<file path="config.mk">
export PLATFORM = sky130hd
export DESIGN_NAME = rv_plic
export DESIGN_NICKNAME = d
export VERILOG_FILES = /design/src/soc_bus_pkg.sv /design/src/soc_periph_pkg.sv /design/src/rv_plic.sv
export SDC_FILE = /design/constraint.sdc
export NUM_CORES = 1
export LEC_CHECK = 0
export ABC_CLOCK_PERIOD_IN_PS = 5750
export BUFFER_PORTS_ARGS = -buffer_cell sky130_fd_sc_hd__buf_2
export CORE_MARGIN = 4
export CORE_UTILIZATION = 51
export CTS_BUF_LIST = sky130_fd_sc_hd__clkbuf_8
export DETAILED_ROUTE_END_ITERATION = 10
export PLACE_DENSITY = 0.87
export SLEW_MARGIN = 20
export SYNTH_ARGS = -nofsm -noshare
export SYNTH_HDL_FRONTEND = slang
export SYNTH_SLANG_ARGS = --single-unit
export TNS_END_PERCENT = 20
</file>
<file path="constraint.sdc">
create_clock -name usb_clk -period 5.75 [get_ports usb_clk]
set_input_delay 0.575 -clock usb_clk [delete_from_list [all_inputs] [get_ports usb_clk]]
set_output_delay 0.575 -clock usb_clk [all_outputs]
set_load 0.02 [all_outputs]
</file>
<file path="src/soc_bus_pkg.sv">
`default_nettype none

package soc_bus_pkg;

	localparam int BUS_AW = 32;
	localparam int BUS_DW = 32;

	typedef logic [BUS_AW-1:0]   bus_addr_t;
	typedef logic [BUS_DW-1:0]   bus_data_t;
	typedef logic [BUS_DW/8-1:0] bus_sel_t;

	localparam int RAM_WORDS = 256;

	typedef logic [$clog2(RAM_WORDS)-1:0] ram_addr_t; // Word index into RAM.
	typedef logic [9:0]                   reg_addr_t; // Word offset in a 4 KiB window.

	////////////////////////////////////////
	// Address map

	localparam bus_addr_t ADDR_SPACE_RAM_MAIN = 32'h1000_0000;
	localparam bus_addr_t ADDR_MASK_RAM_MAIN  = 32'h0000_03ff;

	localparam bus_addr_t ADDR_SPACE_GPIO  = 32'h4000_0000;
	localparam bus_addr_t ADDR_SPACE_PLIC  = 32'h4009_0000;
	localparam bus_addr_t ADDR_SPACE_TIMER = 32'h4010_0000;
	localparam bus_addr_t ADDR_MASK_PERI   = 32'h0000_0fff; // Same size for all peripherals.

endpackage

`default_nettype wire
</file>
<file path="src/soc_periph_pkg.sv">
`default_nettype none

package soc_periph_pkg;
	import soc_bus_pkg::*;

	localparam int GPIO_W = 8;
	typedef logic [GPIO_W-1:0] gpio_t;

	localparam int N_IRQ_SRC = 9;
	typedef logic [N_IRQ_SRC-1:0] irq_src_t;
	typedef logic [3:0]           irq_id_t; // Zero means none.

	localparam irq_id_t IRQ_ID_GPIO0 = 4'd1; // Pin k has id k+1.
	localparam irq_id_t IRQ_ID_TIMER = 4'd9;

	////////////////////////////////////////
	// Register word offsets

	localparam reg_addr_t GPIO_DATA_IN     = 10'd0;
	localparam reg_addr_t GPIO_DATA_OUT    = 10'd1;
	localparam reg_addr_t GPIO_DATA_OE     = 10'd2;
	localparam reg_addr_t GPIO_INTR_ENABLE = 10'd3;
	localparam reg_addr_t GPIO_INTR_STATE  = 10'd4;

	localparam reg_addr_t TIMER_CTRL        = 10'd0;
	localparam reg_addr_t TIMER_MTIME       = 10'd1;
	localparam reg_addr_t TIMER_MTIMECMP    = 10'd2;
	localparam reg_addr_t TIMER_INTR_ENABLE = 10'd3;

	localparam reg_addr_t PLIC_PENDING = 10'd0;
	localparam reg_addr_t PLIC_ENABLE  = 10'd1;
	localparam reg_addr_t PLIC_CLAIM   = 10'd2;

endpackage

`default_nettype wire

</file>
<file path="src/rv_plic.sv">
`timescale 1ns/1ps
`default_nettype none

module rv_plic
	import soc_bus_pkg::*;
	import soc_periph_pkg::*;
(
	input  wire logic      usb_clk,
	input  wire logic      rst_n_i,
	input  wire logic      cyc_i,
	input  wire logic      stb_i,
	input  wire logic      we_i,
	input  wire reg_addr_t adr_i,
	input  wire bus_data_t dat_i,
	output bus_data_t      dat_o,
	output logic           ack_o,
	input  wire gpio_t     gpio_intr_i,
	input  wire logic      timer_intr_i,
	output logic           irq_o,
	output irq_id_t        irq_id_o
);

	logic     access;
	logic     rd_claim;
	logic     wr_claim;
	irq_src_t src;
	irq_src_t pending_q;
	irq_src_t enable_q;
	irq_src_t in_service_q;
	irq_src_t eligible;
	irq_id_t  claim_id;

	assign src[int'(IRQ_ID_GPIO0) - 1 +: GPIO_W] = gpio_intr_i;
	assign src[int'(IRQ_ID_TIMER) - 1]            = timer_intr_i;

	assign access   = cyc_i & stb_i & ~ack_o;
	assign rd_claim = access & ~we_i & (adr_i == PLIC_CLAIM);
	assign wr_claim = access & we_i & (adr_i == PLIC_CLAIM);
	assign eligible = pending_q & enable_q & ~in_service_q;

	// Lowest id wins.
	always_comb begin
		claim_id = '0;
		for (int k = N_IRQ_SRC - 1; k >= 0; k--) begin
			if (eligible[k]) begin
				claim_id = irq_id_t'(k) + IRQ_ID_GPIO0;
			end
		end
	end

	always_ff @(posedge usb_clk or negedge rst_n_i) begin
		if (!rst_n_i) begin
			ack_o        <= 1'b0;
			pending_q    <= '0;
			enable_q     <= '0;
			in_service_q <= '0;
		end else begin
			ack_o     <= access;
			pending_q <= src; // Level sources are resampled every cycle.
			if (access && we_i && adr_i == PLIC_ENABLE) begin
				enable_q <= dat_i[N_IRQ_SRC-1:0];
			end
			for (int k = 0; k < N_IRQ_SRC; k++) begin
				if (rd_claim && claim_id == irq_id_t'(k) + IRQ_ID_GPIO0) begin
					in_service_q[k] <= 1'b1;
				end
				if (wr_claim && dat_i == bus_data_t'(irq_id_t'(k) + IRQ_ID_GPIO0)) begin
					in_service_q[k] <= 1'b0; // Complete.
				end
			end
		end
	end

	always_ff @(posedge usb_clk) begin
		if (access && !we_i) begin
			case (adr_i)
				PLIC_PENDING: dat_o <= bus_data_t'(pending_q);
				PLIC_ENABLE:  dat_o <= bus_data_t'(enable_q);
				PLIC_CLAIM:   dat_o <= bus_data_t'(claim_id);
				default:      dat_o <= '0;
			endcase
		end
	end

	assign irq_o    = |eligible;
	assign irq_id_o = claim_id;

endmodule

`default_nettype wire

</file>
After elaboration in Yosys (flattened, before gate mapping)
Index checks and enable logic that the tools add are counted.
- bits in registers: 60
- bits in latches: 0
- memory bits (writable): 0
- memory bits (read-only): 0
- input bits: 56
- output and inout port bits: 38
- word-level logic and storage cells: 105
- memories: 0
- $add $sub $neg: 0
- $mul: 0
- div/mod/pow operators: 0
- order comparisons: 0
- equality and inequality tests: 20
- shifts and indexed selects: 0
- multiplexer cells: 28
- bitwise logic cells: 11
- reduce and logical (&&, ||, !) cells: 33
- operator list (operator ; count):
    32-bit by 3-bit == test with 1-bit output (second input constant) ; 4
    32-bit by 2-bit == test with 1-bit output (second input constant) ; 2
    32-bit by 4-bit == test with 1-bit output (second input constant) ; 2
    4-bit 2-to-1 mux ; 9
    32-bit by 1-bit == test with 1-bit output (second input constant) ; 1
    9-bit one-hot mux with 3 select lines ; 1
    1-bit logical AND ; 21
    9-bit AND ; 2
    1-bit 2-to-1 mux ; 18
    2-bit nonzero test ; 9
    4-bit by 3-bit == test with 1-bit output (second input constant) ; 4
    10-bit by 1-bit == test with 1-bit output (second input constant) ; 1
    10-bit by 2-bit == test with 1-bit output (second input constant) ; 1
    10-bit logical NOT ; 1
    9-bit NOT ; 1
    9-bit OR reduction ; 1
    4-bit by 2-bit == test with 1-bit output (second input constant) ; 2
    4-bit == test (second input constant) ; 2
    1-bit AND ; 6
    4-bit by 1-bit == test with 1-bit output (second input constant) ; 1
    1-bit NOT ; 2
    1-bit logical NOT ; 1

Depth between registers and ports, before layout
Gate-level depths: netlist (run 1).
- depth after elaboration: 15
- depth in mapped cells: 6

Worst setup path before layout (run 1)
No wires, ideal clock.
- path kind: in2reg
- from: input stb_i
- to: register in_service_q[2]
- data arrival time: 2.577 ns
- setup slack: 3.085 ns
- stages: 5
- cells stage by stage: nor4bb_1 nand4_1 a41oi_1 a41oi_1 a41oi_1
- longest elaborated chain between the ends: 6
- elaborated cells on any way between the ends: 10
- those cells by class: mux (1); bitwise (6); reduce/logical (3)
- ends and longest elaborated chain (what ; RTL line ; source):
    start: declaration ; rv_plic.sv:11 ; input wire logic stb_i,
    1-bit AND * (2 in a row) ; rv_plic.sv:36 ; assign access = cyc_i & stb_i & ~ack_o;
    1-bit AND, on equally long branches (2 in a row) ; rv_plic.sv:38, rv_plic.sv:37 ;
    1-bit logical AND, on equally long branches ; rv_plic.sv:67, rv_plic.sv:64 ;
    1-bit 2-to-1 mux / 2-bit nonzero test (equally long branches) ; - ;
    end signal: assignment ; rv_plic.sv:56 ; in_service_q <= '0;
    end signal: indexed assignment ; rv_plic.sv:65 ; in_service_q[k] <= 1'b1;
    end signal: indexed assignment ; rv_plic.sv:68 ; in_service_q[k] <= 1'b0;
    end: declaration ; rv_plic.sv:29 ; irq_src_t in_service_q;
Every way passes the cells marked *; elsewhere a longest branch is shown, timed or not.
A chain may end at the register's enable or synchronous reset.

Worst setup path in the final report (run 1)
- from: register enable_q[7]
- to: output irq_id_o[0]
- longest elaborated chain between the ends: 10
- ends and longest elaborated chain (what ; RTL line ; source):
    start: declaration ; rv_plic.sv:28 ; irq_src_t enable_q;
    start signal: assignment ; rv_plic.sv:61 ; enable_q <= dat_i[N_IRQ_SRC-1:0];
    9-bit AND (2 in a row) ; rv_plic.sv:39 ; assign eligible = pending_q & enable_q & ~in_service_q;
    4-bit 2-to-1 mux (8 in a row) ; rv_plic.sv:45 ; if (eligible[k]) begin
    end: declaration ; rv_plic.sv:20 ; output irq_id_t irq_id_o
Every way passes these cells.

==> results of run 1 <==
[cells by family after synthesis]
family,count (synthesis),share of synthesized area
other cells,1,0.00191
flops,37,0.494
mux,9,0.0687
buf+inv,32,0.109
simple gates,57,0.190
compound gates,35,0.137
[worst min path at each step]
| stage | start | slack (ns) | depth (start not counted) | endpoint |
|---|---|---|---|---|
| global placement | in_service_q[0] | 0.48 | 2 | in_service_q[0] |
| finish | rst_n_i | 0.29 | 1 | ack_o |
| floorplan | rst_n_i | 0.28 | 0 | ack_o |
| detailed placement | in_service_q[0] | 0.48 | 2 | in_service_q[0] |
| global route | rst_n_i | 0.34 | 1 | ack_o |
| CTS | rst_n_i | 0.30 | 1 | ack_o |
[power groups by stage]
stage                     Sequential, mW  Clock, mW  Combinational (mW)
after global routing               0.276      0.227              0.0547
after floorplan                    0.281          0              0.0316
after global placement             0.281          0              0.0482
after CTS                          0.276      0.215              0.0493
after detailed placement           0.281          0              0.0491
final                              0.276      0.212              0.0490
[flip-flops by register name (all words and copies together), names as in the netlist]
signal / cells
dat_o: 9
pending_q: 9
ack_o: 1
enable_q: 9
in_service_q: 9
[metal layers]
layer	up-vias	track usage	share of wire
met5	-	0	0
met3	8	0.0576	0.11
met1	772	0.243	0.39
met4	0	0.0617	0.013
li1	764	-	-
met2	83	0.305	0.49
[critical path: stages (launching register included)]
cell and delay, ns:
dfrtp_1 0.40, and3b_1 0.19, o31a_1 0.31, o221ai_1 0.47
buf_2 0.27
[placed cells by master (no fill, tap or decap), drive strengths merged, types with 2 or more instances in the layout]
cell	netlist	final
nand3	4	4
nand3b	7	7
inv	7	8
a2bb2oi	2	2
a21oi	3	3
nor2b	3	3
nor3b	3	3
o21ai	2	2
a22oi	2	2
nor2	5	5
mux2	9	9
and3	2	2
and3b	3	3
dfrtp	28	28
a31oi	6	6
clkbuf	1	5
edfxtp	9	9
conb	1	23
a41oi	5	5
a22o	5	5
nor4	12	12
nand2	8	8
nor3	3	3
buf	24	71
nand4	3	3
[final cells by class]
cell class | count | area share
repair buffers | 71 | 0.150
clock inverters | 3 | 0.0157
clock buffers | 5 | 0.0288
multi-input cells | 124 | 0.364
inverters | 7 | 0.0110
flip-flops and latches | 37 | 0.406
well taps | 48 | 0.0251
[through the flow]
step	worst slack [ns]	cells	hold WS, ns
after floorplan	3.08	193	0.279
after global placement	3.11	287	0.484
after detailed placement	3.00	287	0.483
after CTS	3.26	295	0.303
after global routing	3.16	295	0.337
final	3.25	295	0.286
==> results.toml, run 1 <==
[sta]
relSlewSlack = 0.586
max_slew.worst_pin.slew_ns = 0.618
period_minus_slack_ns = 2.50
tns_ns = 0
period_share = 0.435
fmaxAchievable_mhz = 399
report.final.setup_viol = 0
skew_ns = 0.00891
rsz0062_at_grt = "no"
slew_violations = 0
final_hold_viol_count = 0

[clock_tree]
ctsHoldBuffers = 0
cts-buffers-inserted = 5
clk-insertion-delay-late_ns = 0.29
cts_resized = 0
cts.sinks = 37
clock-root-buffer = "clkbuf_8"
ctsHtreeMaxLevel = 2
clock_path_buffers = 2
post_cts_buffers = 0
clk_pin_slew_ns = 0.07
cts_tree = "yes"

[critical_path]
critPathArrivalTime_ns = 1.93
rrSetupSlack_ns = 3.74
crit_fanout = 6
cp-startpoint = "enable_q[7]"
crit_path_end = "irq_id_o[0]"
rr_worst_depth = 6
cp-start-kind = "flop"
r2r-start = "ack_o"
critical_path_class = "flop to output pin"
critPathRequiredTime_ns = 5.18
reg2reg_to = "in_service_q[2]"
endpoint_kind = "output pin"

[synth]
yosysUniqueCellTypes = 44
yosys.area.top_type_share = 0.356
yosys.area.top_type = "dfrtp_1"
ys_ff_latch = 37
synth_edf_count = 9
synth_flop_cell = "dfrtp_1"
syn_area_mm2 = 0.00197
synth.yosys.seq_area_share = 0.494
netlist_top_cells_count = "28 x dfrtp_1, 23 x buf_4, 10 x nor4_1"
yosysWarnings = 0
synth_most_common_cell = "dfrtp_1"
synthArstFlopShare = 0.757
synth_cells = 171
yosys-top-cells-area = "dfrtp_1 36%, edfxtp_1 14%, buf_4 8.8%"
syn_avg_cell_area_um2 = 11.5

[final_layout]
drive_gt1_frac = 0.381
fin_area_mm2 = 0.00239
fin_nets = 302
multi_input_area_um2 = 871
fillers = 309
syn2layout_area_growth_pct = 21.6
final_core_utilization = 0.649
regArea_um2 = 971
n_antenna_cell = 0

[routing]
wl_mm = 4.55
via_per_inst = 5.52
post-route-drc-count = 0
drt-initial-drc-count = 143
wl_per_cell_um = 15.4
antenna_left = 0
vias = 1627
drtPass1Iterations = 4

[global_routing]
grt_pass1_wl_mm = 7.29
grt_usage = 0.189
first_global_vias = 1531
grt_max_degree = 29
grt_antenna_before_repair = 0
gr-total-overflow = 0

[die]
start_util = 0.533
ioPinCount = 94
dieArea_mm2 = 0.00491
die_width_um = 70.1
core-area_mm2 = 0.00369
die_h_um = 70.1
rows = 22

[status]
run_status = "finished clean"

[power_and_ir_drop]
p_total_uw = 537
peakVddDrop_mv = 0.144
pwr-share-seq = 0.514
p_int_uw = 417
pwr-share-clk = 0.395
p_per_area_mw_per_mm2 = 225
cellLeakagePower_nw = 1.21
switchingPower_uw = 120
pwr-share-comb = 0.091
switching_share = 0.224

[placed_design]
place_congestion = 0.932
dpl.hpwl_mm = 3.64
dpl-instance-area_mm2 = 0.00229
place.port_buffers = 70

[run]
drv_cap = 0

[worst_hold_path]
min_path_type = "primary input to async pin"
Note: power is estimated with default switching activity, not from simulation.
==> inputs of run 2 (changes only) <==
--- a/config.mk
+++ b/config.mk
@@ -5,13 +5,14 @@
 export SDC_FILE = /design/constraint.sdc
 export NUM_CORES = 1
 export LEC_CHECK = 0
-export ABC_CLOCK_PERIOD_IN_PS = 5750
+export ABC_AREA = 1
+export ABC_CLOCK_PERIOD_IN_PS = 2200
 export BUFFER_PORTS_ARGS = -buffer_cell sky130_fd_sc_hd__buf_2
 export CORE_MARGIN = 4
-export CORE_UTILIZATION = 51
+export CORE_UTILIZATION = 44
 export CTS_BUF_LIST = sky130_fd_sc_hd__clkbuf_8
 export DETAILED_ROUTE_END_ITERATION = 10
-export PLACE_DENSITY = 0.87
+export PLACE_DENSITY = 0.78
 export SLEW_MARGIN = 20
 export SYNTH_ARGS = -nofsm -noshare
 export SYNTH_HDL_FRONTEND = slang
==> constraint.sdc (replaced) <==
create_clock -name usb_clk -period 2.2 [get_ports usb_clk]
set_input_delay 0.22 -clock usb_clk [delete_from_list [all_inputs] [get_ports usb_clk]]
set_output_delay 0.22 -clock usb_clk [all_outputs]
set_load 0.02 [all_outputs]
==> run 2 against run 1 <==
- register-to-register slack worse by 3.1 ns
- combinational power grew to 3.3 times the previous value
- highest routed layer unchanged
- critical endpoint unchanged
- clock power grew to 3.4 times the previous value
- die area is 24% higher
- global-route usage is 1.5 points lower
- synthesized area is 9.4% higher
- critical path type unchanged
==> results.toml, run 2 <==
[clock_tree]
post_cts_buffers = 0
cts_resized = 0
clock_path_buffers = 2
ctsHoldBuffers = 1
cts.sinks = 37
ctsHtreeMaxLevel = 2
clk_pin_slew_ns = 0.08
cts-buffers-inserted = 5
clk-insertion-delay-late_ns = 0.30
clock-root-buffer = "clkbuf_8"
cts_tree = "yes"

[sta]
report.final.setup_viol = 0
skew_ns = 0.00705
period_share = 0.838
slew_violations = 0
relSlewSlack = 0.585
rsz0062_at_grt = "no"
period_minus_slack_ns = 1.84
fmaxAchievable_mhz = 543
timing.final.ws_setup_ns = 0.357
max_slew.worst_pin.slew_ns = 0.623
final_hold_viol_count = 0
tns_ns = 0

[routing]
wl_per_cell_um = 12.8
drt-initial-drc-count = 133
via_per_inst = 4.86
vias = 1905
wl_mm = 5.01
post-route-drc-count = 0
drtPass1Iterations = 4
antenna_left = 0

[synth]
ys_ff_latch = 37
netlist_top_cells_count = "37 x nand2_1, 33 x inv_1, 28 x dfrtp_1"
yosys.area.top_type_share = 0.326
yosys.area.top_type = "dfrtp_1"
syn_area_mm2 = 0.00215
yosys-top-cells-area = "dfrtp_1 33%, edfxtp_1 13%, buf_4 8.0%"
yosysUniqueCellTypes = 31
syn_avg_cell_area_um2 = 8.71
synth_edf_count = 9
synth_most_common_cell = "nand2_1"
synth_flop_cell = "dfrtp_1"
synth.yosys.seq_area_share = 0.451
synth_cells = 247
synthArstFlopShare = 0.757
yosysWarnings = 0

[die]
start_util = 0.455
dieArea_mm2 = 0.00607
ioPinCount = 94
rows = 25
die_h_um = 77.9
core-area_mm2 = 0.00472
die_width_um = 77.9

[power_and_ir_drop]
switching_share = 0.232
cellLeakagePower_nw = 1.31
p_total_mw = 1.60
switchingPower_uw = 371
pwr-share-clk = 0.445
pwr-share-comb = 0.102
pwr-share-seq = 0.454
p_per_area_mw_per_mm2 = 606
peakVddDrop_mv = 0.246
p_int_mw = 1.23

[critical_path]
cpMostUsedCell = "nand2_1"
critical_path_class = "flop to output pin"
critPathRequiredTime_ns = 1.98
cp_slowest_cell = "dfrtp_1"
crit_fanout = 6
rr_worst_depth = 4
reg2reg_to = "in_service_q[8]"
cpPeakStageDelay_ns = 0.36
crit_chain = "inv_1, nand3_1, nand2_1, nand2_1, nand2_1, nand2_1, nand2_1, nand2_1, nand2_1, nand2_1, buf_2"
critPathArrivalTime_ns = 1.62
rrSetupSlack_ns = 0.64
r2r-start = "ack_o"
cp-start-kind = "flop"
endpoint_kind = "output pin"

[global_routing]
grt_antenna_before_repair = 0
grt_max_degree = 29
grt_pass1_wl_mm = 8.34
first_global_vias = 1831
gr-total-overflow = 0
grt_usage = 0.174

[placed_design]
place_congestion = 0.969
dp_slack_ns = 0.634
dpl.hpwl_mm = 4.21
place.port_buffers = 70
dpl-instance-area_mm2 = 0.00249
placed_cells = 383

[final_layout]
fin_nets = 380
final_common_cell = "buf_2"
syn2layout_area_growth_pct = 22.7
final_cell_mix = "70 x buf_2, 37 x nand2_1, 33 x inv_1, 28 x dfrtp_1, 23 x conb_1"
fin_cells = 392
drive_gt1_frac = 0.323
n_antenna_cell = 0
fin_area_mm2 = 0.00264

[run]
drv_cap = 0

[worst_hold_path]
min_to = "pending_q[5]"
min_from = "gpio_intr_i[5]"
min_path_type = "primary input to flop"
holdPathStages = 1

[status]
run_status = "finished clean"
==> run 2: changes by cell type in the layout (fill, tap and decap cells not counted), moves of 9 or more <==
cell,previous run,this run
inv_1,8,33
nand2_1,7,37
nand3_1,4,17
nand4_1,3,15
nor2_1,5,19
o21ai_0,2,11
==> run 2: kinds of logic (layout without fill, tap and decap cells) <==
group / count (synthesis) / in the layout / synth area share
AND/OR/NAND/NOR: 118 / 118 / 0.302
buffers and inverters: 62 / 118 / 0.152
flip-flops: 37 / 37 / 0.451
AO/OA/AOI/OAI: 24 / 24 / 0.0628
multiplexers: 5 / 5 / 0.0297
other: 1 / 23 / 0.00174
==> run 2: worst max-delay path by stage <==
| stage | startpoint | endpoint | slack, ns | cells past startpoint |
|---|---|---|---|---|
| after detailed placement | dat_i[8] | in_service_q[8] | 0.63 | 7 |
| after global placement | dat_i[8] | in_service_q[8] | 0.62 | 7 |
| after global routing | in_service_q[7] | irq_id_o[0] | 0.17 | 11 |
| after floorplan | ack_o | in_service_q[2] | 0.66 | 7 |
| final | in_service_q[7] | irq_id_o[0] | 0.36 | 11 |
| after CTS | in_service_q[7] | irq_id_o[0] | 0.35 | 11 |
==> run 2: power by group through the flow <==
stage	Sequential [mW]	Clock, mW	Combinational [mW]
3_5_place_dp	0.739	0	0.162
2_1_floorplan	0.747	0	0.103
6_report	0.725	0.711	0.163
5_1_grt	0.727	0.752	0.180
4_1_cts	0.725	0.724	0.164
3_3_place_gp	0.739	0	0.158
==> run 2: stage by stage <==
step	util	hold WS, ns
final	0.559	0.0226
after global routing	0.559	0.00973
after CTS	0.559	0.0158
after detailed placement	0.527	0.278
after global placement	0.527	0.268
after floorplan	-	-0.0756
==> run 2: per-layer routing <==
metal / vias to the layer above / wire length [µm] / GRT usage
met5: - / 0 / 0
met3: 5 / 435 / 0.0325
met4: 0 / 83 / 0.0629
met1: 874 / 2110 / 0.223
li1: 937 / - / -
met2: 89 / 2390 / 0.293
==> run 2: worst max-delay path: cells and delay by family (launching register included) <==
family,cells,cell delay [ns]
flops,1,0.36
buf+inv,2,0.27
simple gates,9,0.70
==> run 2: layout make-up <==
| type | count | area, µm² |
|---|---|---|
| flip-flops and latches | 37 | 971 |
| clock buffers | 5 | 68.8 |
| repair buffers | 72 | 368 |
| clock inverters | 3 | 68.8 |
| inverters | 38 | 144 |
| well taps | 67 | 83.8 |
| multi-input cells | 170 | 935 |
| fillers | 435 | 2080 |
==> inputs of run 3 (changes only) <==
--- a/config.mk
+++ b/config.mk
@@ -6,7 +6,7 @@
 export NUM_CORES = 1
 export LEC_CHECK = 0
 export ABC_AREA = 1
-export ABC_CLOCK_PERIOD_IN_PS = 2200
+export ABC_CLOCK_PERIOD_IN_PS = 1500
 export BUFFER_PORTS_ARGS = -buffer_cell sky130_fd_sc_hd__buf_2
 export CORE_MARGIN = 4
 export CORE_UTILIZATION = 44
==> constraint.sdc (replaced) <==
create_clock -name usb_clk -period 1.5 [get_ports usb_clk]
set_input_delay 0.15 -clock usb_clk [delete_from_list [all_inputs] [get_ports usb_clk]]
set_output_delay 0.15 -clock usb_clk [all_outputs]
set_load 0.02 [all_outputs]
==> run 3 against run 2 <==
- the flow now finishes with violations (setup timing)
- hold slack better by 0.11 ns
- largest power group unchanged
- critical path depth is 3 lower
- sequential power is 48% higher
- sequential cell count stayed put
==> results.toml, run 3 (same netlist as run 2, synthesis figures left out) <==
[die]
dieArea_mm2 = 0.00607
ioPinCount = 94
start_util = 0.455
rows = 25
core-area_mm2 = 0.00472
die_h_um = 77.9
die_width_um = 77.9

[clock_tree]
cts_tree = "yes"
cts.sinks = 37
clock-root-buffer = "clkbuf_8"
ctsHtreeMaxLevel = 2
cts-buffers-inserted = 5
clk-insertion-delay-late_ns = 0.30
clock_path_buffers = 2
clk_pin_slew_ns = 0.07

[sta]
final_hold_viol_count = 0
rsz0062_at_grt = "yes"
period_share = 1.10
holdWs_ns = 0.130
slew_violations = 0
max_slew.worst_pin.slew_ns = 0.627
fmaxAchievable_mhz = 608
relSlewSlack = 0.582
timing.final.ws_setup_ns = -0.145
period_minus_slack_ns = 1.65
skew_ns = 0.00559
report.final.setup_viol = 13

[critical_path]
cp-start-kind = "flop"
endpoint_kind = "output pin"
critPathArrivalTime_ns = 1.50
reg2reg_to = "in_service_q[7]"
critPathRequiredTime_ns = 1.35
rrSetupSlack_ns = -0.08
r2r-start = "enable_q[7]"
rr_worst_depth = 12
crit_chain = "inv_2, nand3_2, nand2_2, inv_2, a21oi_2, nor2_2, buf_12, buf_8"
cp_slowest_cell = "dfrtp_1"
cpMostUsedCell = "inv_2"
crit_fanout = 3
critical_path_class = "flop to output pin"
cpPeakStageDelay_ns = 0.37

[final_layout]
final_cell_mix = "66 x buf_2, 30 x nand2_1, 28 x dfrtp_1, 23 x conb_1, 22 x inv_1"
fin_nets = 408
fin_cells = 420
final_common_cell = "buf_2"
syn2layout_area_growth_pct = 37.5
drive_gt1_frac = 0.442
n_antenna_cell = 0
fillers = 374
regArea_um2 = 971
multi_input_area_mm2 = 0.00104

[routing]
drtPass1Iterations = 4
drt-initial-drc-count = 175
vias = 2030
post-route-drc-count = 0
wl_per_cell_um = 13.9
via_per_inst = 4.83
antenna_left = 0
wl_mm = 5.85

[worst_hold_path]
min_to = "enable_q[5]"
min_from = "dat_i[5]"
min_path_type = "primary input to flop"
holdPathStages = 2

[status]
violations = "setup timing"
run_status = "finished, violations left"

[power_and_ir_drop]
switchingPower_uw = 556
peakVddDrop_mv = 0.324
switching_share = 0.274
pwr-share-seq = 0.526
p_total_mw = 2.03
pwr-share-comb = 0.130
cellLeakagePower_nw = 1.41
pwr-share-clk = 0.343
p_int_mw = 1.47
p_per_area_mw_per_mm2 = 685

[global_routing]
first_global_vias = 1981
grt_max_degree = 29
gr-total-overflow = 0
grt_pass1_wl_mm = 9.34
grt_usage = 0.196
grt_antenna_before_repair = 0

[placed_design]
dpl.hpwl_mm = 4.40
place_congestion = 0.941
dp_slack_ns = -0.0876
placed_cells = 396
place.port_buffers = 70

[run]
drv_cap = 0
[run 3: metal layers]
| layer | part of all wire | GRT usage |
|---|---|---|
| met2 | 0.49 | 0.345 |
| met1 | 0.40 | 0.244 |
| met3 | 0.096 | 0.0394 |
| met5 | 0 | 0 |
| met4 | 0.014 | 0.0542 |
[run 3: final cells by class]
| type | count | area share |
|---|---|---|
| Inverter | 38 | 0.0486 |
| Timing Repair Buffer | 100 | 0.216 |
| Clock buffer | 5 | 0.0233 |
| Multi-Input combinational cell | 170 | 0.350 |
| Tap cell | 67 | 0.0283 |
| Clock inverter | 3 | 0.00550 |
| Sequential cell | 37 | 0.328 |
[run 3: worst max-delay path by stage]
stage | end | start | depth (start not counted) | slack (ns)
after floorplan | enable_q[6] | ack_o | 4 | -0.002
after global placement | in_service_q[7] | enable_q[6] | 7 | -0.02
after detailed placement | in_service_q[5] | ack_o | 4 | -0.09
after CTS | irq_id_o[0] | in_service_q[7] | 11 | -0.08
after global routing | irq_id_o[0] | in_service_q[7] | 11 | -0.24
final | irq_id_o[1] | in_service_q[3] | 8 | -0.15
[run 3: worst max-delay path, delay by kind of cell (launching register included)]
family	cells	cell delay [ns]
AO/OA/AOI/OAI	1	0.15
buffers and inverters	4	0.38
flip-flops	1	0.37
AND/OR/NAND/NOR	3	0.29
[run 3: power groups by stage]
stage / combinational [mW] / clock, mW / sequential, mW
floorplan: 0.151 / 0 / 1.10
global placement: 0.235 / 0 / 1.08
detailed placement: 0.242 / 0 / 1.08
CTS: 0.263 / 0.704 / 1.07
global route: 0.289 / 0.755 / 1.07
finish: 0.265 / 0.696 / 1.07
[run 3: timing repair]
action                                  in CTS  in global routing
endpoints found under the setup margin      10                 16
gates resized for setup                     34                 11
buffers inserted                             5                  1
pin swaps                                    8                  0
hold buffers                                10                  0
endpoints found under the hold margin       37                  0
[run 3: metrics by stage]
step | cell area (µm²) | setup TNS (ns) | utilization
after global placement | 2600 | -0.0397 | 0.551
after detailed placement | 2600 | -0.276 | 0.551
final | 2960 | -0.935 | 0.626
after global routing | 2960 | -2.13 | 0.626
after floorplan | 2230 | -0.00473 | -
after CTS | 2920 | -0.360 | 0.619
