**config.mk**
```make
export PLATFORM = sky130hd
export DESIGN_NAME = gpio
export DESIGN_NICKNAME = d
export VERILOG_FILES = /design/src/soc_bus_pkg.sv /design/src/soc_periph_pkg.sv /design/src/gpio.sv
export SDC_FILE = /design/constraint.sdc
export NUM_CORES = 1
export LEC_CHECK = 0
export CORE_MARGIN = 10
export CORE_UTILIZATION = 35
export DETAILED_ROUTE_END_ITERATION = 8
export DONT_BUFFER_PORTS = 1
export PLACE_DENSITY = 0.62
export SYNTH_ARGS = -nofsm -noshare
export SYNTH_HDL_FRONTEND = slang
export SYNTH_SLANG_ARGS = --single-unit
```
**constraint.sdc**
```tcl
create_clock -name usb_clk -period 1.76 [get_ports usb_clk]
set_input_delay 0.088 -clock usb_clk [delete_from_list [all_inputs] [get_ports usb_clk]]
set_output_delay 0.088 -clock usb_clk [all_outputs]
set_load 0.1 [all_outputs]
```
**src/soc_bus_pkg.sv**
```systemverilog
`default_nettype none

package soc_bus_pkg;

	localparam int BUS_AW = 32;
	localparam int BUS_DW = 32;

	typedef logic [BUS_AW-1:0]   bus_addr_t;
	typedef logic [BUS_DW-1:0]   bus_data_t;
	typedef logic [BUS_DW/8-1:0] bus_sel_t;

	localparam int RAM_WORDS = 256;

	typedef logic [$clog2(RAM_WORDS)-1:0] ram_addr_t; // Word index into RAM.
	typedef logic [9:0]                   reg_addr_t; // Word offset in a 4 KiB window.

	////////////////////////////////////////
	// Address map

	localparam bus_addr_t ADDR_SPACE_RAM_MAIN = 32'h1000_0000;
	localparam bus_addr_t ADDR_MASK_RAM_MAIN  = 32'h0000_03ff;

	localparam bus_addr_t ADDR_SPACE_GPIO  = 32'h4000_0000;
	localparam bus_addr_t ADDR_SPACE_PLIC  = 32'h4009_0000;
	localparam bus_addr_t ADDR_SPACE_TIMER = 32'h4010_0000;
	localparam bus_addr_t ADDR_MASK_PERI   = 32'h0000_0fff; // Same size for all peripherals.

endpackage

`default_nettype wire
```
**src/soc_periph_pkg.sv**
```systemverilog
`default_nettype none

package soc_periph_pkg;
	import soc_bus_pkg::*;

	localparam int GPIO_W = 8;
	typedef logic [GPIO_W-1:0] gpio_t;

	localparam int N_IRQ_SRC = 9;
	typedef logic [N_IRQ_SRC-1:0] irq_src_t;
	typedef logic [3:0]           irq_id_t; // Zero means none.

	localparam irq_id_t IRQ_ID_GPIO0 = 4'd1; // Pin k has id k+1.
	localparam irq_id_t IRQ_ID_TIMER = 4'd9;

	////////////////////////////////////////
	// Register word offsets

	localparam reg_addr_t GPIO_DATA_IN     = 10'd0;
	localparam reg_addr_t GPIO_DATA_OUT    = 10'd1;
	localparam reg_addr_t GPIO_DATA_OE     = 10'd2;
	localparam reg_addr_t GPIO_INTR_ENABLE = 10'd3;
	localparam reg_addr_t GPIO_INTR_STATE  = 10'd4;

	localparam reg_addr_t TIMER_CTRL        = 10'd0;
	localparam reg_addr_t TIMER_MTIME       = 10'd1;
	localparam reg_addr_t TIMER_MTIMECMP    = 10'd2;
	localparam reg_addr_t TIMER_INTR_ENABLE = 10'd3;

	localparam reg_addr_t PLIC_PENDING = 10'd0;
	localparam reg_addr_t PLIC_ENABLE  = 10'd1;
	localparam reg_addr_t PLIC_CLAIM   = 10'd2;

endpackage

`default_nettype wire

```
**src/gpio.sv**
```systemverilog
`timescale 1ns/1ps
`default_nettype none

module gpio
	import soc_bus_pkg::*;
	import soc_periph_pkg::*;
(
	input  wire logic      usb_clk,
	input  wire logic      rst_n_i,
	input  wire logic      cyc_i,
	input  wire logic      stb_i,
	input  wire logic      we_i,
	input  wire reg_addr_t adr_i,
	input  wire bus_data_t dat_i,
	output bus_data_t      dat_o,
	output logic           ack_o,
	input  wire gpio_t     gpio_i,
	output gpio_t          gpio_o,
	output gpio_t          gpio_oe_o,
	output gpio_t          intr_o
);

	logic  access;
	logic  wr;
	gpio_t in_meta_q;
	gpio_t in_sync_q;
	gpio_t in_prev_q;
	gpio_t data_out_q;
	gpio_t data_oe_q;
	gpio_t intr_en_q;
	gpio_t intr_state_q;
	gpio_t rise;
	gpio_t clr;

	assign access = cyc_i & stb_i & ~ack_o;
	assign wr     = access & we_i;
	assign rise   = in_sync_q & ~in_prev_q;
	assign clr    = (wr && adr_i == GPIO_INTR_STATE) ? dat_i[GPIO_W-1:0] : '0; // W1C.

	always_ff @(posedge usb_clk or negedge rst_n_i) begin
		if (!rst_n_i) begin
			ack_o        <= 1'b0;
			in_meta_q    <= '0;
			in_sync_q    <= '0;
			in_prev_q    <= '0;
			data_out_q   <= '0;
			data_oe_q    <= '0;
			intr_en_q    <= '0;
			intr_state_q <= '0;
		end else begin
			ack_o        <= access;
			in_meta_q    <= gpio_i;
			in_sync_q    <= in_meta_q;
			in_prev_q    <= in_sync_q;
			intr_state_q <= (intr_state_q & ~clr) | rise;
			if (wr) begin
				case (adr_i)
					GPIO_DATA_OUT:    data_out_q <= dat_i[GPIO_W-1:0];
					GPIO_DATA_OE:     data_oe_q  <= dat_i[GPIO_W-1:0];
					GPIO_INTR_ENABLE: intr_en_q  <= dat_i[GPIO_W-1:0];
					default: ;
				endcase
			end
		end
	end

	always_ff @(posedge usb_clk) begin
		if (access && !we_i) begin
			case (adr_i)
				GPIO_DATA_IN:     dat_o <= bus_data_t'(in_sync_q);
				GPIO_DATA_OUT:    dat_o <= bus_data_t'(data_out_q);
				GPIO_DATA_OE:     dat_o <= bus_data_t'(data_oe_q);
				GPIO_INTR_ENABLE: dat_o <= bus_data_t'(intr_en_q);
				GPIO_INTR_STATE:  dat_o <= bus_data_t'(intr_state_q);
				default:          dat_o <= '0;
			endcase
		end
	end

	assign gpio_o    = data_out_q;
	assign gpio_oe_o = data_oe_q;
	assign intr_o    = intr_state_q & intr_en_q;

endmodule

`default_nettype wire

```
## Word-level counts from Yosys, hierarchy flattened

Index checks and enable logic that the tools add are counted.

| cells by class | value |
|---|---|
| reductions and logical operators | 7 |
| equality and inequality tests | 4 |
| bitwise logic cells | 10 |
| mux-type cells | 2 |

Operator list:

| cell | count |
|---|---|
| 8-bit case mux with 5 select lines | 1 |
| 8-bit bitwise AND | 3 |
| 10-bit by 2-bit == test with 1-bit output, second input constant | 2 |
| 8-bit NOT | 2 |
| 10-bit by 1-bit == test with 1-bit output, second input constant | 1 |
| 10-bit by 3-bit == test with 1-bit output, second input constant | 1 |
| 10-bit logical NOT | 1 |
| 8-bit 2-to-1 mux | 1 |
| 8-bit bitwise OR | 1 |
| 2-bit AND reduction | 3 |
| 1-bit bitwise AND | 3 |
| 1-bit logical AND | 2 |
| 1-bit logical NOT | 1 |
| 1-bit NOT | 1 |

| storage, ports and cells | value |
|---|---|
| flip-flop bits (word level) | 89 |

## Logic depth before layout (Yosys ltp)

Gate-level depths: netlist (run 1).

| logic depth | value |
|---|---|
| depth after elaboration | 8 |
| mapped depth | 5 |
| mapped depth without buffers | 4 |

## Worst setup path after synthesis (run 1)

No wires, ideal clock.

| timing path | value |
|---|---|
| path kind | register to register |
| from | reg ack_o |
| to | reg data_out_q[0], in the netlist gpio_o[0] |
| clock period less this slack | 2.450 ns |
| cell stages (with the launch flop) | 5 |
| path buffers | 0 |
| path slack | -0.690 ns |
| data required time | 1.634 ns |
| data arrival time | 2.325 ns |
| cell sequence | dfrtp_1 > nand4b_1 > or3_4 > nor4b_4 > mux2_2 |

| on the way | value |
|---|---|
| word-level cells in the longest chain between the ends | 4 |

Ends and longest elaborated chain:

| item | RTL line | source |
|---|---|---|
| start, declared | gpio.sv:16 | `output logic ack_o,` |
| start signal, assigned | gpio.sv:51 | `ack_o <= access;` |
| 1-bit NOT | gpio.sv:35 | `assign access = cyc_i & stb_i & ~ack_o;` |
| 1-bit bitwise AND | gpio.sv:35 |  |
| 1-bit bitwise AND | gpio.sv:36 | `assign wr = access & we_i;` |
| 2-bit AND reduction (no line) | - |  |
| end signal, assigned | gpio.sv:58 | `GPIO_DATA_OUT: data_out_q <= dat_i[GPIO_W-1:0];` |
| end, declared | gpio.sv:28 | `gpio_t data_out_q;` |

Every way passes these cells.
A chain may end at the register's enable or synchronous reset.

## Worst setup path after layout (run 1)

| timing path | value |
|---|---|
| from | reg ack_o |
| to | reg data_out_q[5], in the netlist gpio_o[5] |

Same word-level chain as after synthesis.

==> load_flow_metrics.sql, run 1 <==
INSERT INTO impl_metrics (metric_group, metric, value, unit) VALUES
('synth', 'synth_area', '2760', 'um^2'),
('grt', 'antenna_found_initial', '0', ''),
('worst_setup_path', 'worst_path_class_setup', 'flip-flop to flip-flop', ''),
('timing', 'finalCritPeriodShare', '110', '%'),
('status', 'run_status', 'complete, but fails checks', ''),
('grt', 'track_usage', '12.3', '%'),
('place', 'dp_hpwl', '4.91', 'mm'),
('power_and_ir_drop', 'power.share.switching', '27.7', '%'),
('timing', 'maxClockFrequency', '516', 'MHz'),
('timing', 'fin_setup_tns', '-3.38', 'ns'),
('place', 'preCtsSetupSlack', '-0.192', 'ns'),
('detailed_routing', 'drtAntennaViolNets', '0', ''),
('detailed_routing', 'met2_length', '3.32', 'mm'),
('finish', 'diodes', '0', ''),
('worst_setup_path', 'cp-endpoint', 'gpio_o[5]', ''),
('floorplanning', 'die_area', '11800', 'um^2'),
('min_path', 'hold_path_class', 'primary input to flip-flop', ''),
('synth', 'postSynth.topFlopCell', 'dfrtp_1', ''),
('clocking', 'cts-htree-levels', '3', ''),
('finish', 'areaGrowthSynthToFinish', '30.6', '%'),
('synth', 'yosysTopAreaCellShare', '51.7', '%'),
('timing', 'post-route-worst-setup-slack', '-0.178', 'ns'),
('timing', 'period_minus_slack', '1.94', 'ns'),
('worst_setup_path', 'worstPathRequired', '1.98', 'ns'),
('synth', 'ys_seq_elements', '65', ''),
('power_and_ir_drop', 'internal-power', '0.00232', 'W'),
('clocking', 'worst_setup_hold_path_clk_slew', '0.07', 'ns'),
('detailed_routing', 'drtIter0Drc', '101', ''),
('timing', 'setup-violations-final', '24', ''),
('finish', 'fin_nets', '340', ''),
('min_path', 'whs_path_depth', '3', ''),
('place', 'placed_cells_incl_taps', '354', ''),
('worst_setup_path', 'worst_r2r_path_depth', '5', ''),
('worst_setup_path', 'critical_path.endpoint_type', 'flip-flop', ''),
('synth', 'post_synth_top_area_cell', 'dfrtp_1', ''),
('detailed_routing', 'post-route-drc-count', '0', ''),
('worst_setup_path', 'r2r-start', 'ack_o', ''),
('worst_setup_path', 'r2r_setup_slack', '-0.18', 'ns'),
('worst_setup_path', 'critical_path_arrival', '2.16', 'ns'),
('detailed_routing', 'routed_via_density', '4.72', ''),
('status', 'violations', 'negative setup slack', ''),
('place', 'finalWeightedCongestion', '0.752', ''),
('timing', 'timing_max_transition_violations_final', '0', ''),
('power_and_ir_drop', 'clock_power_share', '38.2', '%'),
('run', 'max-cap-violations', '0', ''),
('grt', 'grt_pass1_vias', '2102', ''),
('timing', 'clock_skew', '0.00380', 'ns'),
('timing', 'final-hold-violation-count', '0', ''),
('detailed_routing', 'vias', '1851', ''),
('detailed_routing', 'routed-wl-met3', '737', 'um'),
('clocking', 'cts_num_sinks', '65', ''),
('grt', 'grt_overflow', '0', ''),
('synth', 'asr_flop_ratio_synth', '87.7', '%'),
('synth', 'post_synth.cell_area_avg', '13.0', 'um^2'),
('clocking', 'tritoncts', 'yes', ''),
('floorplanning', 'core_area', '7690', 'um^2'),
('floorplanning', 'floorplan.initialDensity', '35.9', '%'),
('floorplanning', 'row_count', '32', ''),
('synth', 'yosysSeqAreaShare', '60.4', '%'),
('power_and_ir_drop', 'total_leakage_power', '1.69', 'nW'),
('grt', 'grt_pass1_wl', '11.1', 'mm'),
('power_and_ir_drop', 'vdd.ir_drop.worst', '0.000580', 'V'),
('timing', 'hold-worst-slack', '0.118', 'ns'),
('synth', 'postSynthCellCount', '213', ''),
('synth', 'synth.distinct_cells', '29', ''),
('worst_setup_path', 'end_of_the_worst_register_to_register_path', 'gpio_o[5]', ''),
('detailed_routing', 'top_signal_layer_used', 'met4', ''),
('detailed_routing', 'drt-pass1-iter-count', '4', ''),
('power_and_ir_drop', 'p_comb_share', '12.9', '%'),
('clocking', 'cts.root.buffer_cell', 'clkbuf_8', ''),
('clocking', 'tritoncts.num_buffers', '9', '');
-- Yosys cell counts, drive strengths merged (4+ instances only) --
| cell type | instances |
|---|---|
| a21oi | 8 |
| a22o | 8 |
| a22oi | 7 |
| and2 | 8 |
| buf | 27 |
| dfrtp | 57 |
| edfxtp | 8 |
| inv | 9 |
| mux2 | 24 |
| mux2i | 8 |
| nand2 | 11 |
| nor2 | 11 |
| nor4 | 4 |
| o21ai | 7 |
-- kinds of logic after synthesis --
kind of cell	synth area share, %
AO/OA/AOI/OAI	7.44
multiplexers	12.7
flip-flops	60.4
AND/OR/NAND/NOR	10.7
buffers and inverters	8.57
other	0.136
-- cell usage in the layout, fill, tap and decap left out, drive strengths merged --
cell	n
nand3	2
nand2	11
nor4b	1
edfxtp	8
a21oi	8
nor2	11
nor4	4
nand4b	1
conb	24
or3b	1
dfrtp	57
or4	1
mux2i	8
o211ai	1
or3	2
and4	1
inv	9
o21ai	7
a22o	8
dlygate4sd3	19
buf	48
bufinv	1
clkbuf	13
and2	8
clkinv	2
nor2b	1
a22oi	7
nor3	2
mux2	24
-- metrics by stage --
| step | power (W) | cell area (um^2) |
|---|---|---|
| 2_1_floorplan | 0.00195 | 2860 |
| 3_3_place_gp | 0.00192 | 3140 |
| 3_5_place_dp | 0.00193 | 3140 |
| 4_1_cts | 0.00324 | 3600 |
| 5_1_grt | 0.00332 | 3600 |
| 6_report | 0.00320 | 3600 |
-- metal layers --
metal	vias to the layer above	GRT usage (%)
li1	849	-
met1	920	14.2
met2	75	19.8
met3	7	5.31
met4	0	4.43
met5	-	0
-- how the worst min path moves through the flow --
stage / slack (ns) / to / start
floorplan: -0.21 / gpio_o[0] / rst_n_i
global placement: -0.21 / in_meta_q[4] / rst_n_i
detailed placement: -0.21 / in_meta_q[4] / rst_n_i
CTS: 0.10 / dat_o[3] / adr_i[0]
global route: 0.12 / dat_o[0] / we_i
finish: 0.12 / dat_o[3] / adr_i[0]
-- what timing repair did --
item / CTS / global route
hold endpoints to repair: 98 / 0
setup endpoints to repair: 24 / 24
hold buffers: 20 / 0
buffers inserted: 2 / 0
gates resized for setup: 10 / 2
-- flip-flops by register name, indices dropped and copies added, names as in the netlist --
| name | cells |
|---|---|
| gpio_oe_o | 8 |
| ack_o | 1 |
| in_prev_q | 8 |
| gpio_o | 8 |
| intr_state_q | 8 |
| in_sync_q | 8 |
| dat_o | 8 |
| intr_en_q | 8 |
| in_meta_q | 8 |
-- power by group through the flow --
stage               clock [W]  sequential, W  combinational (W)
global placement            0        0.00159           0.000330
detailed placement          0        0.00160           0.000331
global route          0.00132        0.00157           0.000433
floorplan                   0        0.00163           0.000317
finish                0.00122        0.00157           0.000413
CTS                   0.00126        0.00157           0.000413
-- cell type report --
type / instances / area [um^2]
clock buffer: 13 / 149
timing repair buffer: 67 / 594
multi-input combinational: 133 / 988
tap: 102 / 128
clock inverter: 3 / 40.0
sequential: 65 / 1670
fill: 725 / 4080
inverter: 9 / 33.8
-- worst max-delay path, stage by stage (launching register included) --
cell and delay (ns):
dfrtp_4 0.47, nand4b_1 0.20, or3_4 0.39, nor4b_4 0.24, buf_6 0.19, mux2_2 0.34
Power figures use the tool's default switching activity.
==> inputs of run 2 (changes only) <==
Settings changed: PLACE_DENSITY 0.62 to unset.
==> load_flow_metrics.sql, run 2 (synthesized netlist as in run 1, its figures left out) <==
INSERT INTO impl_metrics (metric_group, metric, value, unit) VALUES
('detailed_routing', 'drtIter0Drc', '88', ''),
('worst_setup_path', 'worstPathRequired', '1.98', 'ns'),
('timing', 'grt_setup_unrepaired', 'yes', ''),
('clocking', 'tritoncts.num_buffers', '9', ''),
('worst_setup_path', 'path_cells', 'nand4b_1 -> or3_4 -> nor4b_4 -> buf_6 -> mux2_2', ''),
('worst_setup_path', 'worst_r2r_path_depth', '5', ''),
('detailed_routing', 'drt-pass1-iter-count', '4', ''),
('finish', 'diodes', '0', ''),
('timing', 'finalCritPeriodShare', '110', '%'),
('detailed_routing', 'routed_via_density', '4.69', ''),
('worst_setup_path', 'startpoint_type', 'flip-flop', ''),
('floorplanning', 'core_area', '7690', 'um^2'),
('floorplanning', 'y_dimension_of_the_die', '109', 'um'),
('worst_setup_path', 'cp-startpoint', 'ack_o', ''),
('grt', 'grt_pass1_wl', '11.0', 'mm'),
('clocking', 'tritoncts', 'yes', ''),
('timing', 'period_minus_slack', '1.94', 'ns'),
('min_path', 'min-delay-start', 'adr_i[0]', ''),
('detailed_routing', 'drtAntennaViolNets', '0', ''),
('min_path', 'hold_path_class', 'primary input to flip-flop', ''),
('power_and_ir_drop', 'vdd.ir_drop.worst', '0.000537', 'V'),
('detailed_routing', 'met2_length', '2.99', 'mm'),
('status', 'run_status', 'complete, but fails checks', ''),
('place', 'preCtsSetupSlack', '-0.168', 'ns'),
('timing', 'clock_skew', '0.0135', 'ns'),
('finish', 'most_common_cell_after_layout_fill_and_taps_aside', 'dfrtp_1', ''),
('grt', 'antenna_found_initial', '0', ''),
('floorplanning', 'floorplan.initialDensity', '35.9', '%'),
('clocking', 'cts.root.buffer_cell', 'clkbuf_8', ''),
('place', 'finalWeightedCongestion', '0.755', ''),
('finish', 'num-fill-cells', '735', ''),
('detailed_routing', 'routed-wl-met3', '855', 'um'),
('grt', 'grt_overflow', '0', ''),
('timing', 'timing_max_transition_violations_final', '0', ''),
('grt', 'grt_pass1_vias', '2020', ''),
('clocking', 'cts_max_path_buffers', '2', ''),
('timing', 'hold-worst-slack', '0.117', 'ns'),
('floorplanning', 'die_area', '11800', 'um^2'),
('worst_setup_path', 'critPathMaxStageDelay', '0.47', 'ns'),
('power_and_ir_drop', 'power-per-cell-area', '922', 'nW/um^2'),
('power_and_ir_drop', 'total_leakage_power', '1.69', 'nW'),
('floorplanning', 'row_count', '32', ''),
('detailed_routing', 'post_drt_wl_per_cell', '17.5', 'um'),
('worst_setup_path', 'path_max_fanout', '8', ''),
('finish', 'finish.cell_count_without_fillers', '391', ''),
('detailed_routing', 'vias', '1834', ''),
('timing', 'setup-violations-final', '24', ''),
('grt', 'track_usage', '12.2', '%'),
('detailed_routing', 'postRouteWirelength', '6.84', 'mm'),
('run', 'max-cap-violations', '0', ''),
('detailed_routing', 'top_signal_layer_used', 'met4', ''),
('clocking', 'cts_num_sinks', '65', ''),
('timing', 'post-route-worst-setup-slack', '-0.181', 'ns'),
('clocking', 'worst_setup_hold_path_clk_slew', '0.07', 'ns'),
('worst_setup_path', 'r2r-start', 'ack_o', ''),
('clocking', 'cts-htree-levels', '3', ''),
('clocking', 'clk-insertion-delay-late', '0.34', 'ns'),
('finish', 'mostFrequentLayoutCells', '56 x dfrtp_1, 42 x buf_4, 24 x conb_1', ''),
('place', 'dp_hpwl', '4.84', 'mm'),
('min_path', 'whs_path_depth', '3', ''),
('finish', 'fin_nets', '339', ''),
('worst_setup_path', 'worst_path_class_setup', 'flip-flop to flip-flop', ''),
('timing', 'maxClockFrequency', '515', 'MHz'),
('detailed_routing', 'wirelength_met1', '2.91', 'mm'),
('worst_setup_path', 'critical_path_arrival', '2.16', 'ns'),
('worst_setup_path', 'critical_path.endpoint_type', 'flip-flop', ''),
('min_path', 'holdPathEnd', 'dat_o[0]', ''),
('place', 'port_buffers', '0', ''),
('worst_setup_path', 'critical-path-slowest-cell', 'dfrtp_4', ''),
('grt', 'grt_max_degree', '58', ''),
('finish', 'layout-drive-gt1-share', '31.8', '%'),
('detailed_routing', 'post-route-drc-count', '0', ''),
('finish', 'areaGrowthSynthToFinish', '30.2', '%'),
('floorplanning', 'die_x', '109', 'um'),
('place', 'placed_cells_incl_taps', '355', ''),
('floorplanning', 'count_of_pins_on_the_block_boundary', '112', ''),
('status', 'violations', 'negative setup slack', ''),
('timing', 'final-hold-violation-count', '0', ''),
('worst_setup_path', 'r2r_setup_slack', '-0.18', 'ns'),
('worst_setup_path', 'end_of_the_worst_register_to_register_path', 'gpio_o[5]', '');
run 2: cell count changes in the layout (fill, tap and decap cells not counted), sizes merged:
cell	change
bufinv	+1
buf	-1
clkbuf	-1
run 2: power by group:
group / switching, W / internal (W)
clock: 0.000540 / 0.000795
combinational: 0.000340 / 0.0000699
sequential: 0.0000141 / 0.00155
total: 0.000894 / 0.00242
run 2: worst max path at each step:
stage	end	slack, ns	cells past startpoint
after CTS	gpio_o[5]	-0.16	5
after floorplan	gpio_o[0]	-0.45	4
after global placement	gpio_o[6]	-0.14	5
final	gpio_o[5]	-0.18	5
after detailed placement	gpio_o[6]	-0.17	5
after global routing	gpio_o[3]	-0.26	5
run 2: worst max-delay path, delay by kind of cell, from the launching register on:
| family | cells | cell delay, ns |
|---|---|---|
| flops | 1 | 0.47 |
| simple gates | 3 | 0.84 |
| buf+inv | 1 | 0.17 |
| mux | 1 | 0.33 |
run 2: layout make-up:
class	count	area [um^2]	share of cell area [%]
clock buffer	12	135	3.76
clock inverter	4	70.1	1.95
inverter	9	33.8	0.940
multi-input combinational	133	977	27.2
sequential	65	1670	46.5
tap	102	128	3.55
timing repair buffer	66	578	16.1
run 2: routing by layer:
metal / track usage [%] / vias to the layer above
li1: - / 844
met1: 15.1 / 889
met2: 17.5 / 94
met3: 6.73 / 7
met4: 3.95 / 0
met5: 0 / -
run 2: timing repair:
action                                  CTS  global route
endpoints found under the hold margin    98             0
endpoints found under the setup margin   24            24
gates resized for setup                  10             0
hold buffers                             20             0
setup buffers                             0             0
run 2: through the flow:
step           util, %  cell area (um^2)  setup TNS [ns]  total power, W
3_5_place_dp      40.7              3130           -3.04         0.00193
6_report          46.7              3590           -3.53         0.00331
2_1_floorplan        -              2860           -9.29         0.00195
4_1_cts           46.7              3590           -3.10         0.00335
3_3_place_gp      40.7              3130           -2.49         0.00193
5_1_grt           46.7              3590           -5.09         0.00344
==> inputs of run 3 (changes only) <==
Settings changed: PLACE_DENSITY_LB_ADDON set to 0.05, SKIP_CTS_REPAIR_TIMING set to 1.
==> load_flow_metrics.sql, run 3 (synthesized netlist as in run 1, its figures left out) <==
INSERT INTO impl_metrics (metric_group, metric, value, unit) VALUES
('detailed_routing', 'drtAntennaViolNets', '0', ''),
('power_and_ir_drop', 'power.share.switching', '28.6', '%'),
('floorplanning', 'row_count', '32', ''),
('finish', 'layout-drive-gt1-share', '31.6', '%'),
('power_and_ir_drop', 'p_sw', '0.000901', 'W'),
('floorplanning', 'count_of_pins_on_the_block_boundary', '112', ''),
('clocking', 'tritoncts', 'yes', ''),
('detailed_routing', 'routed_via_density', '4.78', ''),
('finish', 'most_common_cell_after_layout_fill_and_taps_aside', 'dfrtp_1', ''),
('floorplanning', 'die_x', '109', 'um'),
('timing', 'timing_max_transition_violations_final', '0', ''),
('worst_setup_path', 'critical_path.endpoint_type', 'flip-flop', ''),
('finish', 'fin_nets', '338', ''),
('power_and_ir_drop', 'totalPowerFinal', '0.00316', 'W'),
('power_and_ir_drop', 'sequential_share_of_power', '49.7', '%'),
('finish', 'num-fill-cells', '719', ''),
('worst_setup_path', 'path_cells', 'nand4b_1 -> or3_4 -> nor4b_4 -> buf_6 -> mux2_2', ''),
('detailed_routing', 'drtIter0Drc', '73', ''),
('finish', 'multi_input_comb_area', '992', 'um^2'),
('worst_setup_path', 'path_max_fanout', '6', ''),
('timing', 'final-hold-violation-count', '0', ''),
('grt', 'antenna_found_initial', '0', ''),
('worst_setup_path', 'worstPathRequired', '1.98', 'ns'),
('timing', 'grt_setup_unrepaired', 'yes', ''),
('clocking', 'cts-htree-levels', '3', ''),
('run', 'max-cap-violations', '0', ''),
('timing', 'setup-violations-final', '24', ''),
('finish', 'areaGrowthSynthToFinish', '30.0', '%'),
('floorplanning', 'y_dimension_of_the_die', '109', 'um'),
('power_and_ir_drop', 'vdd.ir_drop.worst', '0.000450', 'V'),
('clocking', 'clk-insertion-delay-late', '0.34', 'ns'),
('power_and_ir_drop', 'internal-power', '0.00225', 'W'),
('clocking', 'cts_max_path_buffers', '2', ''),
('timing', 'post-route-worst-setup-slack', '-0.216', 'ns'),
('timing', 'period_minus_slack', '1.98', 'ns'),
('detailed_routing', 'post-route-drc-count', '0', ''),
('power_and_ir_drop', 'total_leakage_power', '1.68', 'nW'),
('clocking', 'cts.root.buffer_cell', 'clkbuf_8', ''),
('power_and_ir_drop', 'power-per-cell-area', '880', 'nW/um^2'),
('detailed_routing', 'vias', '1863', ''),
('clocking', 'worst_setup_hold_path_clk_slew', '0.07', 'ns'),
('worst_setup_path', 'critical-path-slowest-cell', 'dfrtp_4', ''),
('timing', 'slew-limit-headroom', '49.8', '%'),
('grt', 'grt_pass1_wl', '10.8', 'mm'),
('detailed_routing', 'postRouteWirelength', '7.23', 'mm'),
('place', 'dp_hpwl', '5.02', 'mm'),
('grt', 'grt_max_degree', '58', ''),
('grt', 'grt_overflow', '0', ''),
('floorplanning', 'core_area', '7690', 'um^2'),
('grt', 'grt_pass1_vias', '1940', ''),
('power_and_ir_drop', 'clock_power_share', '37.3', '%'),
('finish', 'mostFrequentLayoutCells', '56 x dfrtp_1, 41 x buf_4, 24 x conb_1', ''),
('detailed_routing', 'post_drt_wl_per_cell', '18.5', 'um'),
('status', 'run_status', 'complete, but fails checks', ''),
('worst_setup_path', 'worst_path_class_setup', 'flip-flop to flip-flop', ''),
('clocking', 'cts_num_sinks', '65', ''),
('finish', 'regArea', '1670', 'um^2'),
('timing', 'worst-slew-pin-transition', '0.751', 'ns'),
('timing', 'maxClockFrequency', '506', 'MHz'),
('floorplanning', 'die_area', '11800', 'um^2'),
('worst_setup_path', 'critPathMaxStageDelay', '0.48', 'ns'),
('finish', 'diodes', '0', ''),
('floorplanning', 'floorplan.initialDensity', '35.9', '%'),
('grt', 'track_usage', '12.2', '%'),
('place', 'preCtsSetupSlack', '-0.283', 'ns'),
('worst_setup_path', 'startpoint_type', 'flip-flop', ''),
('worst_setup_path', 'critical_path_arrival', '2.19', 'ns'),
('place', 'port_buffers', '0', ''),
('detailed_routing', 'drt-pass1-iter-count', '4', ''),
('clocking', 'tritoncts.num_buffers', '9', ''),
('place', 'finalWeightedCongestion', '0.759', ''),
('status', 'violations', 'negative setup slack', ''),
('timing', 'finalCritPeriodShare', '112', '%'),
('timing', 'clock_skew', '0.00914', 'ns'),
('min_path', 'hold_path_class', 'primary input to flip-flop', ''),
('power_and_ir_drop', 'p_comb_share', '13.0', '%');
==> run 3: cell count changes in the layout (fill, tap and decap cells not counted), sizes merged <==
cell / before / now
clkbuf: 12 / 14
bufinv: 2 / 0
buf: 47 / 46
==> run 3: final cells by class <==
cell class | count | share of cell area [%]
Inverter | 9 | 0.942
Clock inverter | 2 | 0.279
Sequential cell | 65 | 46.6
Clock buffer | 14 | 4.85
Multi-Input combinational cell | 133 | 27.7
Tap cell | 102 | 3.56
Timing Repair Buffer | 65 | 16.1
==> run 3: path summary, 6_finish.rpt <==
check                             start           end  slack (ns)  cells past startpoint
setup / recovery                  ack_o     gpio_o[4]       -0.22                      5
setup reg to reg                  ack_o     gpio_o[4]       -0.22                      5
hold reg to reg            in_meta_q[5]  in_sync_q[5]        0.35                      0
max in group asynchronous       rst_n_i         ack_o        1.19                      2
min in group asynchronous       rst_n_i  gpio_oe_o[4]        0.30                      2
hold / removal                 adr_i[0]      dat_o[3]        0.11                      3
==> run 3: routing by layer <==
layer | wire (um) | global-route usage [%]
met3 | 665 | 4.96
met4 | 61 | 4.43
met1 | 2980 | 14.7
met2 | 3520 | 19.3
met5 | 0 | 0
==> run 3: power by group through the flow <==
stage | combinational [W] | clock [W] | sequential, W
2_1_floorplan | 0.000317 | 0 | 0.00163
5_1_grt | 0.000430 | 0.00129 | 0.00157
6_report | 0.000410 | 0.00118 | 0.00157
3_3_place_gp | 0.000328 | 0 | 0.00160
3_5_place_dp | 0.000330 | 0 | 0.00160
4_1_cts | 0.000330 | 0.00121 | 0.00157
==> run 3: critical path, delay by kind of cell (launching register included) <==
kind                   cells  cell delay, ns
buffers and inverters      1            0.18
flip-flops                 1            0.48
multiplexers               1            0.33
AND/OR/NAND/NOR            3            0.87
==> run 3: metrics by stage <==
| stage | hold slack [ns] | area [um^2] | std cells | utilization [%] | TNS (ns) |
|---|---|---|---|---|---|
| global route | 0.117 | 3590 | 390 | 46.7 | -4.72 |
| detailed placement | -0.206 | 3130 | 353 | 40.7 | -5.52 |
| finish | 0.115 | 3590 | 390 | 46.7 | -3.82 |
| global placement | -0.206 | 3130 | 353 | 40.7 | -4.47 |
| CTS | -0.576 | 3310 | 369 | 43.1 | -6.15 |
| floorplan | -0.208 | 2860 | 236 | - | -9.29 |
